**src/source/dictionary_pkg.sv**
```systemverilog
package dictionary_pkg;

    // Column geometry
    localparam int NUM_BANKS   = 4;
    localparam int BANK_BITS   = 2;
    localparam int NUM_ENTRIES = 256;
    localparam int ROW_BITS    = $clog2(NUM_ENTRIES);
    localparam int BANK_DEPTH  = NUM_ENTRIES / NUM_BANKS;  // Rows per bank

    // Lookup side
    localparam int NUM_LANES      = 2;
    localparam int MAX_IN_TRANSIT = 16;
    localparam int SERIAL_BITS    = 4;   // log2 of MAX_IN_TRANSIT

    typedef logic [31:0]                        value_t;
    typedef logic [ROW_BITS-1:0]                row_id_t;
    typedef logic [ROW_BITS-BANK_BITS-1:0]      bank_addr_t;
    typedef logic [SERIAL_BITS-1:0]             serial_t;
    typedef logic [NUM_LANES*ROW_BITS-1:0]      id_beat_t;    // Lane 0 in the low byte
    typedef logic [$clog2(MAX_IN_TRANSIT+1)-1:0] credit_t;

    // Dispatcher FSM
    typedef enum logic {
        ISSUE_BOTH,     // Idle or issuing a full beat
        ISSUE_SECOND    // Lane 1 of a same-bank pair still pending
    } dispatch_state_t;

endpackage

```
**src/source/value_distributor.sv**
```systemverilog
`timescale 1ns/1ns

module value_distributor import dictionary_pkg::*; (
    input  logic                 clk,
    input  logic                 rst_n_i,
    input  logic                 value_valid_i,
    output logic                 value_ready_o,
    input  value_t               value_data_i,
    input  logic                 value_last_i,
    output logic [NUM_BANKS-1:0] wr_en_o,
    output bank_addr_t           wr_addr_o,
    output value_t               wr_data_o,
    output logic                 load_done_o
);

    row_id_t row_cnt_q;     // Row index of the next value
    logic    load_done_q;
    logic    accept;

    assign value_ready_o = !load_done_q;
    assign accept        = value_valid_i && value_ready_o;

    // Low bits pick the bank, the rest is the row inside it
    always_comb begin
        wr_en_o = '0;
        wr_en_o[row_cnt_q[BANK_BITS-1:0]] = accept;
    end

    assign wr_addr_o   = row_cnt_q[ROW_BITS-1:BANK_BITS];
    assign wr_data_o   = value_data_i;
    assign load_done_o = load_done_q;

    always_ff @(posedge clk) begin
        if (!rst_n_i) begin
            row_cnt_q   <= '0;
            load_done_q <= 1'b0;
        end else if (accept) begin
            row_cnt_q <= row_cnt_q + row_id_t'(1);
            if (value_last_i) begin
                load_done_q <= 1'b1;   // Loading ends for good
            end
        end
    end

    // The last row of the column must carry the last flag
    a_no_wrap: assert property (
        @(posedge clk) disable iff (!rst_n_i)
        accept && row_cnt_q == row_id_t'(NUM_ENTRIES - 1) |-> value_last_i
    );

endmodule

```
**config.mk**
```make
export PLATFORM = sky130hd
export DESIGN_NAME = value_distributor
export DESIGN_NICKNAME = d
export VERILOG_FILES = /design/src/source/dictionary_pkg.sv /design/src/source/value_distributor.sv
export SDC_FILE = /design/constraint.sdc
export NUM_CORES = 1
export LEC_CHECK = 0
export ABC_AREA = 1
export BUFFER_PORTS_ARGS = -buffer_cell sky130_fd_sc_hd__buf_4
export CORE_MARGIN = 5
export CORE_UTILIZATION = 37
export DETAILED_ROUTE_END_ITERATION = 12
export GPL_TIMING_DRIVEN = 0
export PLACE_DENSITY = 0.86
export REMOVE_ABC_BUFFERS = 1
export SLEW_MARGIN = 20
export SYNTH_ARGS = -nofsm -noshare
export SYNTH_HDL_FRONTEND = slang
export SYNTH_SLANG_ARGS = --single-unit
```
**constraint.sdc**
```tcl
create_clock -name clk -period 1.8 [get_ports clk]
set_input_delay 0 -clock clk [delete_from_list [all_inputs] [get_ports clk]]
set_output_delay 0 -clock clk [all_outputs]
set_load 0.01 [all_outputs]
```
Word level (Yosys, flattened, before mapping) --
Cells that the tools add are included.
Storage, ports and cells: memories 0, bits in latches 0, RAM bits 0, register bits after elaboration 9, memory bits (read-only) 0, output and inout port bits 44, input port bits 36, logic and storage cells 12
Cells by class: add/subtract/negate cells 1, multipliers 0, shift-type cells 0, $lt $le $gt $ge 2, muxes and demuxes 2, bitwise operators 1, reductions and logical operators 4, equal/unequal tests 0, divide/modulo/power cells 0
Operator list (count):
- $add 8x1->8 const B | 1
- $and 4x4->4 | 1
- $lt 2x3->1 const B | 1
- $demux 1 s2 | 1
- $ge 2x1->1 const B | 1
- $logic_and 1x1->1 | 2
- $reduce_and 2->1 | 1
- $logic_not 1->1 | 1
- $mux 1 | 1

Logic depth before layout (Yosys ltp) --
Gate-level depths: netlist of run 1.
depth after elaboration 5, mapped depth 6, gate-level depth less buffers 6

Worst setup path before layout of run 1 --
Ideal clock, no wire load.
path kind register to register, from register row_cnt_q[0], to register row_cnt_q[1], library setup time 0.120 ns, cell stages (with the launch flop) 5, arrival 0.907 ns, required time 1.680 ns, clock period less this slack 1.027 ns, slack 0.773 ns, buffers on the path 0, cells stage by stage dfxtp_1 -> inv_1 -> ha_1 -> o21ai_0 -> a21oi_1
Between the ends: longest elaborated chain between the ends 1
RTL lines:
- start, declared | line value_distributor.sv:16 | row_id_t row_cnt_q;
- start signal, assigned | line value_distributor.sv:38 | row_cnt_q <= row_cnt_q + row_id_t'(1);
- $add 8x1->8 | line value_distributor.sv:38
Every way passes these cells. A chain may end at the register's enable or synchronous reset.

Final worst setup path of run 1 --
from register row_cnt_q[0], to output wr_en_o[2]
Between the ends: longest elaborated chain between the ends 5, elaborated cells between the ends (all ways) 6, those cells by class order compare (2); mux (2); bitwise (1); reduce/logical (1)
RTL lines:
- $lt 2x3->1 (implied by the code) or $ge 2x1->1 (tied branches) | line value_distributor.sv:26 | wr_en_o[row_cnt_q[BANK_BITS-1:0]] = accept;
- $logic_and 1x1->1 (implied by the code) | line value_distributor.sv:26
- $mux 1 (implied by the code) | line value_distributor.sv:26
- $demux 1 s2 (*) | line value_distributor.sv:26
- $and 4x4->4 (no source line) (*)
- end, declared | line value_distributor.sv:10 | output logic [NUM_BANKS-1:0] wr_en_o,
Mark *: on every way between the ends. The rest lies on a longest branch, timed or not.

==> results of run 1 <==
[worst max-delay path by stage]
stage | slack, ps | from | endpoint
finish | 600 | row_cnt_q[0]$_SDFFE_PN0P_ | wr_en_o[2]
global route | 540 | row_cnt_q[1]$_SDFFE_PN0P_ | wr_en_o[3]
CTS | 600 | row_cnt_q[0]$_SDFFE_PN0P_ | wr_en_o[2]
detailed placement | 670 | row_cnt_q[0]$_SDFFE_PN0P_ | row_cnt_q[1]$_SDFFE_PN0P_
global placement | 720 | row_cnt_q[0]$_SDFFE_PN0P_ | row_cnt_q[6]$_SDFFE_PN0P_
floorplan | 770 | row_cnt_q[0]$_SDFFE_PN0P_ | row_cnt_q[1]$_SDFFE_PN0P_
[state kept, by name (all words and copies together), names as in the netlist]
| name | cells |
|---|---|
| row_cnt_q | 8 |
| load_done_o | 1 |
[cell type report]
cell class | count | area [sq um]
clock buffer | 4 | 26.3
fill | 220 | 1310
inverter | 9 | 33.8
multi-input combinational | 46 | 243
sequential | 9 | 180
tap | 27 | 33.8
timing repair buffer | 15 | 113
[synth_stat cells (all sizes together)]
cell type | count | area share, %
a21boi | 1 | 1.0
o21ai | 2 | 1.3
dfxtp | 9 | 24
inv | 9 | 4.5
nand3 | 5 | 4.0
a21oi | 6 | 4.0
nand2 | 15 | 7.5
ha | 4 | 6.7
buf | 39 | 39
nor2 | 13 | 7.9
[power groups by stage]
stage	sequential [W]	clock (W)	combinational (W)
finish	0.000212	0.000156	0.0000579
global route	0.000213	0.000174	0.0000668
CTS	0.000212	0.000163	0.0000586
detailed placement	0.000216	0	0.0000584
global placement	0.000216	0	0.0000560
floorplan	0.000216	0	0.0000301
[cells in the final DEF (no fill, tap or decap), drive strengths merged]
| master | n |
|---|---|
| nand2 | 15 |
| buf | 15 |
| nor2 | 13 |
| dfxtp | 9 |
| inv | 9 |
| a21oi | 6 |
| nand3 | 5 |
| ha | 4 |
| clkbuf | 4 |
| o21ai | 2 |
| a21boi | 1 |
[routing by layer]
metal	part of all wire, %	track usage [%]	routed length, um	vias to the layer above
li1	-	-	-	236
met1	42	18.0	913	223
met5	0	0	0	-
met2	31	15.4	678	50
met3	26	19.0	575	4
met4	1.3	7.29	29	0
[per-stage QoR]
step                      hold slack, ps  setup WS, ps  area, sq um  std cells  utilization [%]
after detailed placement          0.0686           672          603        106             31.1
after global placement            0.0686           717          603        106             31.1
after CTS                         0.0686           598          629        110             32.4
after global routing              0.0620           542          629        110             32.4
final                             0.0131           600          629        110             32.4
after floorplan                        0           773          457         64                -
[logic make-up after synthesis]
family | Yosys count | synth area share, %
buf+inv | 48 | 43.4
flops | 9 | 24.1
compound gates | 9 | 6.37
fa+ha+maj | 4 | 6.70
simple gates | 33 | 19.4
==> impl_results.md, run 1 <==
- Die width: about 55 um
- Hold endpoint: wr_data_o[0]
- Hold Path Class: primary input to output pin
- RSZ-0062 raised after global routing: false
- Drt pass-1 iters: 4
- Vias in the first global route: between 500 and 600
- Setup TNS: 0 ps
- Minimum clock period: 1200 ps
- Critical path class: flop to output pin
- Int Power: 0.000317 W
- Via count: a little over 500
- DRC Markers: 0
- Max-cap viol count: 0
- Die height: around 55 um
- Sequential fraction of design power: 49.7%
- Clock Latency Late Sink: between 200 and 300 ps
- Capture point of the worst reg-to-reg path: row_cnt_q[1]$_SDFFE_PN0P_
- Clk slew on worst S/H paths: ~60 ps
- Starting Density: 38.5%
- Final period utilization: 66.6%
- Switching Share: 25.7%
- Cells after Synth: approximately 100
- Final clock skew: about 0.74 ps
- Number of core rows: 16
- Worst slew pin tran: roughly 190 ps
- CTS H-Tree Depth: 1
- Final Max Slew Viols: 0
- FF-to-FF Start: row_cnt_q[0]$_SDFFE_PN0P_
- Synth warn: 0
- Comb pwr share: between 10% and 20%
- Relative slew slack: slightly below 90%
- P_sw: between 0.0001 and 0.00015 W
- Fmax: between 800 and 900 MHz
- Sequential-to-total area share from yosys stat: 24.1%
- CTS tree: yes
- Clock network power share: 36.7%
- CP Launch Type: flop
- Number of buffers and inverters on the critical path: 3
- Crit. End Element: output pin
- Total grt overflow: 0
- Reg2reg path depth: 4
- Final Hold Viols: 0
- Post-DRT Antenna Nets: 0
- Crit path max-delay family: flip-flops
- First-pass GRT wire length: 3.02 mm
- Status: complete, no violations
- Pleak: 0.304 nW
- Wire length per cell: about 20 um
- Detailed Place HPWL: 1.81 mm
- CP required: about 1800 ps
- Hold path cells: 0
- Distinct cells, synth: 15
- Cts repair resizes: 0
- Worst IR Drop VDD: 319 uV
- Critical path, cell by cell: inv_1, ha_1, inv_1, nor2_1, buf_4
- Synthesized area: 747 sq um
- IO Count: 80
- Via density: around 4.7
- CP Max Fanout: 4
- CTS sink cnt: 9
- Worst EP arrival: approximately 1200 ps
- Initial DRC count: 8
- Total track usage: between 15 and 20%
- CTS max path bufs: 2
- Antenna cells: 0
- Endpoints failing setup: 0
- Cts hold-fix bufs: 0
- FF+latch count, synth: 9
- Cell with the largest stage delay on the worst path: dfxtp_1
- Syn_area_per_cell: slightly above 7 sq um
- Power Density: just under 700 nW/um^2
- DIE AREA: 3020 sq um
- Crit-path max cell delay: around 400 ps
- Area Growth Syn to Fin: -15.7%
- Critical path depth: 5
- I/O Buffers: 15
- WL final: between 2 and 2.5 mm
- CTS root buf: clkbuf_4
- Core footprint: 1940 sq um
- TritonCTS Buffers: 3
- Post-CTS Setup Inserts: 0
- Share of cells above drive strength 1: 26.5%
- Pin count of the biggest net entering global routing: 10
- Post-layout nets: around 120
- Initial antenna violation count: 0
- Crit path top cell by count: inv_1
- Total power: 0.000426 W
- R2R setup slack: roughly 660 ps
- GPL Wtd Cong: a little under 0.7
- Worst min-delay path startpoint: value_data_i[0]
Power figures use the tool's default switching activity.
==> run 2: changes to the inputs <==
- CORE_UTILIZATION: 37 -> 34
- PLACE_DENSITY: 0.86 -> 0.8
- clock period: 1.8 -> 1.3 ns (I/O delays scaled with it)
==> run 2 against run 1 <==
  * Clock skew up 6.0 ps
  * Power is 37% higher
  * Worst setup slack lost 480 ps
  * First-iteration DRC count increased by 75%
  * Non-clock buffer count is the same
  * Clock power rose by 34%
  * Sequential power grew 38%
  * Critical path type unchanged
==> impl_results.md, run 2 (synthesis gave the netlist of run 1 again) <==
- Post-layout util: a little under 30%
- Starting Density: a little over a third
- Max-cap viol count: 0
- GPL Wtd Cong: 0.704
- Hold Path Class: primary input to output pin
- DIE AREA: ~3200 sq um
- CTS root buf: clkbuf_4
- Number of core rows: 17
- First-pass GRT wire length: 3.11 mm
- Critical path, cell by cell: inv_1, ha_1, inv_1, nor2_1, buf_4
- CP Launch Type: flop
- Final Hold Viols: 0
- Pin count of the biggest net entering global routing: 10
- TritonCTS Buffers: 3
- CTS sink cnt: 9
- Crit path top cell by count: inv_1
- Setup TNS: 0 ps
- Post-CTS Setup Inserts: 0
- Total track usage: around 14%
- Crit path max-delay family: flip-flops
- Die width: 56.9 um
- Number of buffers and inverters on the critical path: 3
- Cts repair resizes: 0
- Total power: between 0.0005 and 0.0006 W
- Drt pass-1 iters: 4
- DRC Markers: 0
- Post-DRT Antenna Nets: 0
- CP required: roughly 1300 ps
- Die height: about 57 um
- Cts hold-fix bufs: 0
- Via density: 4.61
- Cell with the largest stage delay on the worst path: dfxtp_1
- Total grt overflow: 0
- Post-layout nets: 124
- Leading cell types in the layout, fill and taps excluded: nand2_1 (15), buf_4 (15), nor2_1 (11)
- Antenna cells: 0
- Fmax: 848 MHz
- Post-Layout Cell Count: 111
- Via count: around 500
- Worst IR Drop VDD: approximately 340 uV
- Relative slew slack: ~88%
- Share of cells above drive strength 1: about a quarter
- Clk slew on worst S/H paths: around 60 ps
- IO Count: 80
- CTS H-Tree Depth: 1
- Final period utilization: about 91%
- Core footprint: around 2100 sq um
- Area Growth Syn to Fin: -15.6%
- CTS tree: yes
- Wire length per cell: 20.0 um
- Clock Latency Late Sink: ~260 ps
- Final Max Slew Viols: 0
- CP Max Fanout: 4
- Max FFs per register: 8
- Worst EP arrival: roughly 1200 ps
- Status: complete, no violations
- Critical path class: flop to output pin
- # placed instances: about 110
- Top reg by flops: row_cnt_q
- Final clock skew: between 6 and 7 ps
- Crit. End Element: output pin
- WL final: between 2 and 2.5 mm
- Crit-path max cell delay: between 300 and 400 ps
- Vias in the first global route: 510
- Endpoints failing setup: 0
- Pleak: 0.304 nW
- Worst slew pin tran: about 190 ps
- Power Density: about 900 nW/um^2
- I/O Buffers: 15
- Initial DRC count: 14
- RSZ-0062 raised after global routing: false
- CTS max path bufs: 2
- Initial antenna violation count: 0
- Detailed Place HPWL: between 1.5 and 2 mm
- Worst Hold Slack: around 0.18 ps
- Minimum clock period: approximately 1200 ps
==> run 2: path summary, 6_finish.rpt <==
check	startpoint	to	slack (ps)	cells after the start
worst min-delay path	value_data_i[16]	wr_data_o[16]	0.2	0
worst min register to register	row_cnt_q[2]$_SDFFE_PN0P_	row_cnt_q[2]$_SDFFE_PN0P_	520	1
worst max register to register	row_cnt_q[0]$_SDFFE_PN0P_	row_cnt_q[6]$_SDFFE_PN0P_	190	6
worst max-delay path	row_cnt_q[0]$_SDFFE_PN0P_	wr_en_o[2]	120	5
==> run 2: layout make-up <==
| cell class | instances | area (sq um) |
|---|---|---|
| multi-input combinational | 46 | 243 |
| sequential | 9 | 180 |
| inverter | 9 | 33.8 |
| timing repair buffer | 15 | 113 |
| fill | 242 | 1520 |
| clock buffer | 4 | 26.3 |
| tap | 28 | 35.0 |
==> run 2: power breakdown <==
part	switching [W]	leakage [nW]	internal (W)	total [W]
Combinational	0.0000445	0.216	0.0000360	0.0000805
Sequential	0.00000829	0.0732	0.000285	0.000293
Clock	0.0000913	0.0150	0.000118	0.000209
Total	0.000144	0.304	0.000439	0.000583
==> run 2: routing by layer <==
| layer | share of wire (%) | GRT usage [%] | wire [um] | vias to the layer above |
|---|---|---|---|---|
| li1 | - | - | - | 237 |
| met1 | 40 | 15.7 | 883 | 221 |
| met2 | 32 | 13.2 | 707 | 52 |
| met3 | 28 | 21.1 | 627 | 2 |
| met4 | 0.27 | 2.98 | 6 | 0 |
| met5 | 0 | 0 | 0 | - |
==> run 2: stage by stage <==
stage	setup WS [ps]	area, sq um
6_report	120	631
5_1_grt	40.4	631
4_1_cts	112	631
3_5_place_dp	179	604
3_3_place_gp	209	604
2_1_floorplan	273	457
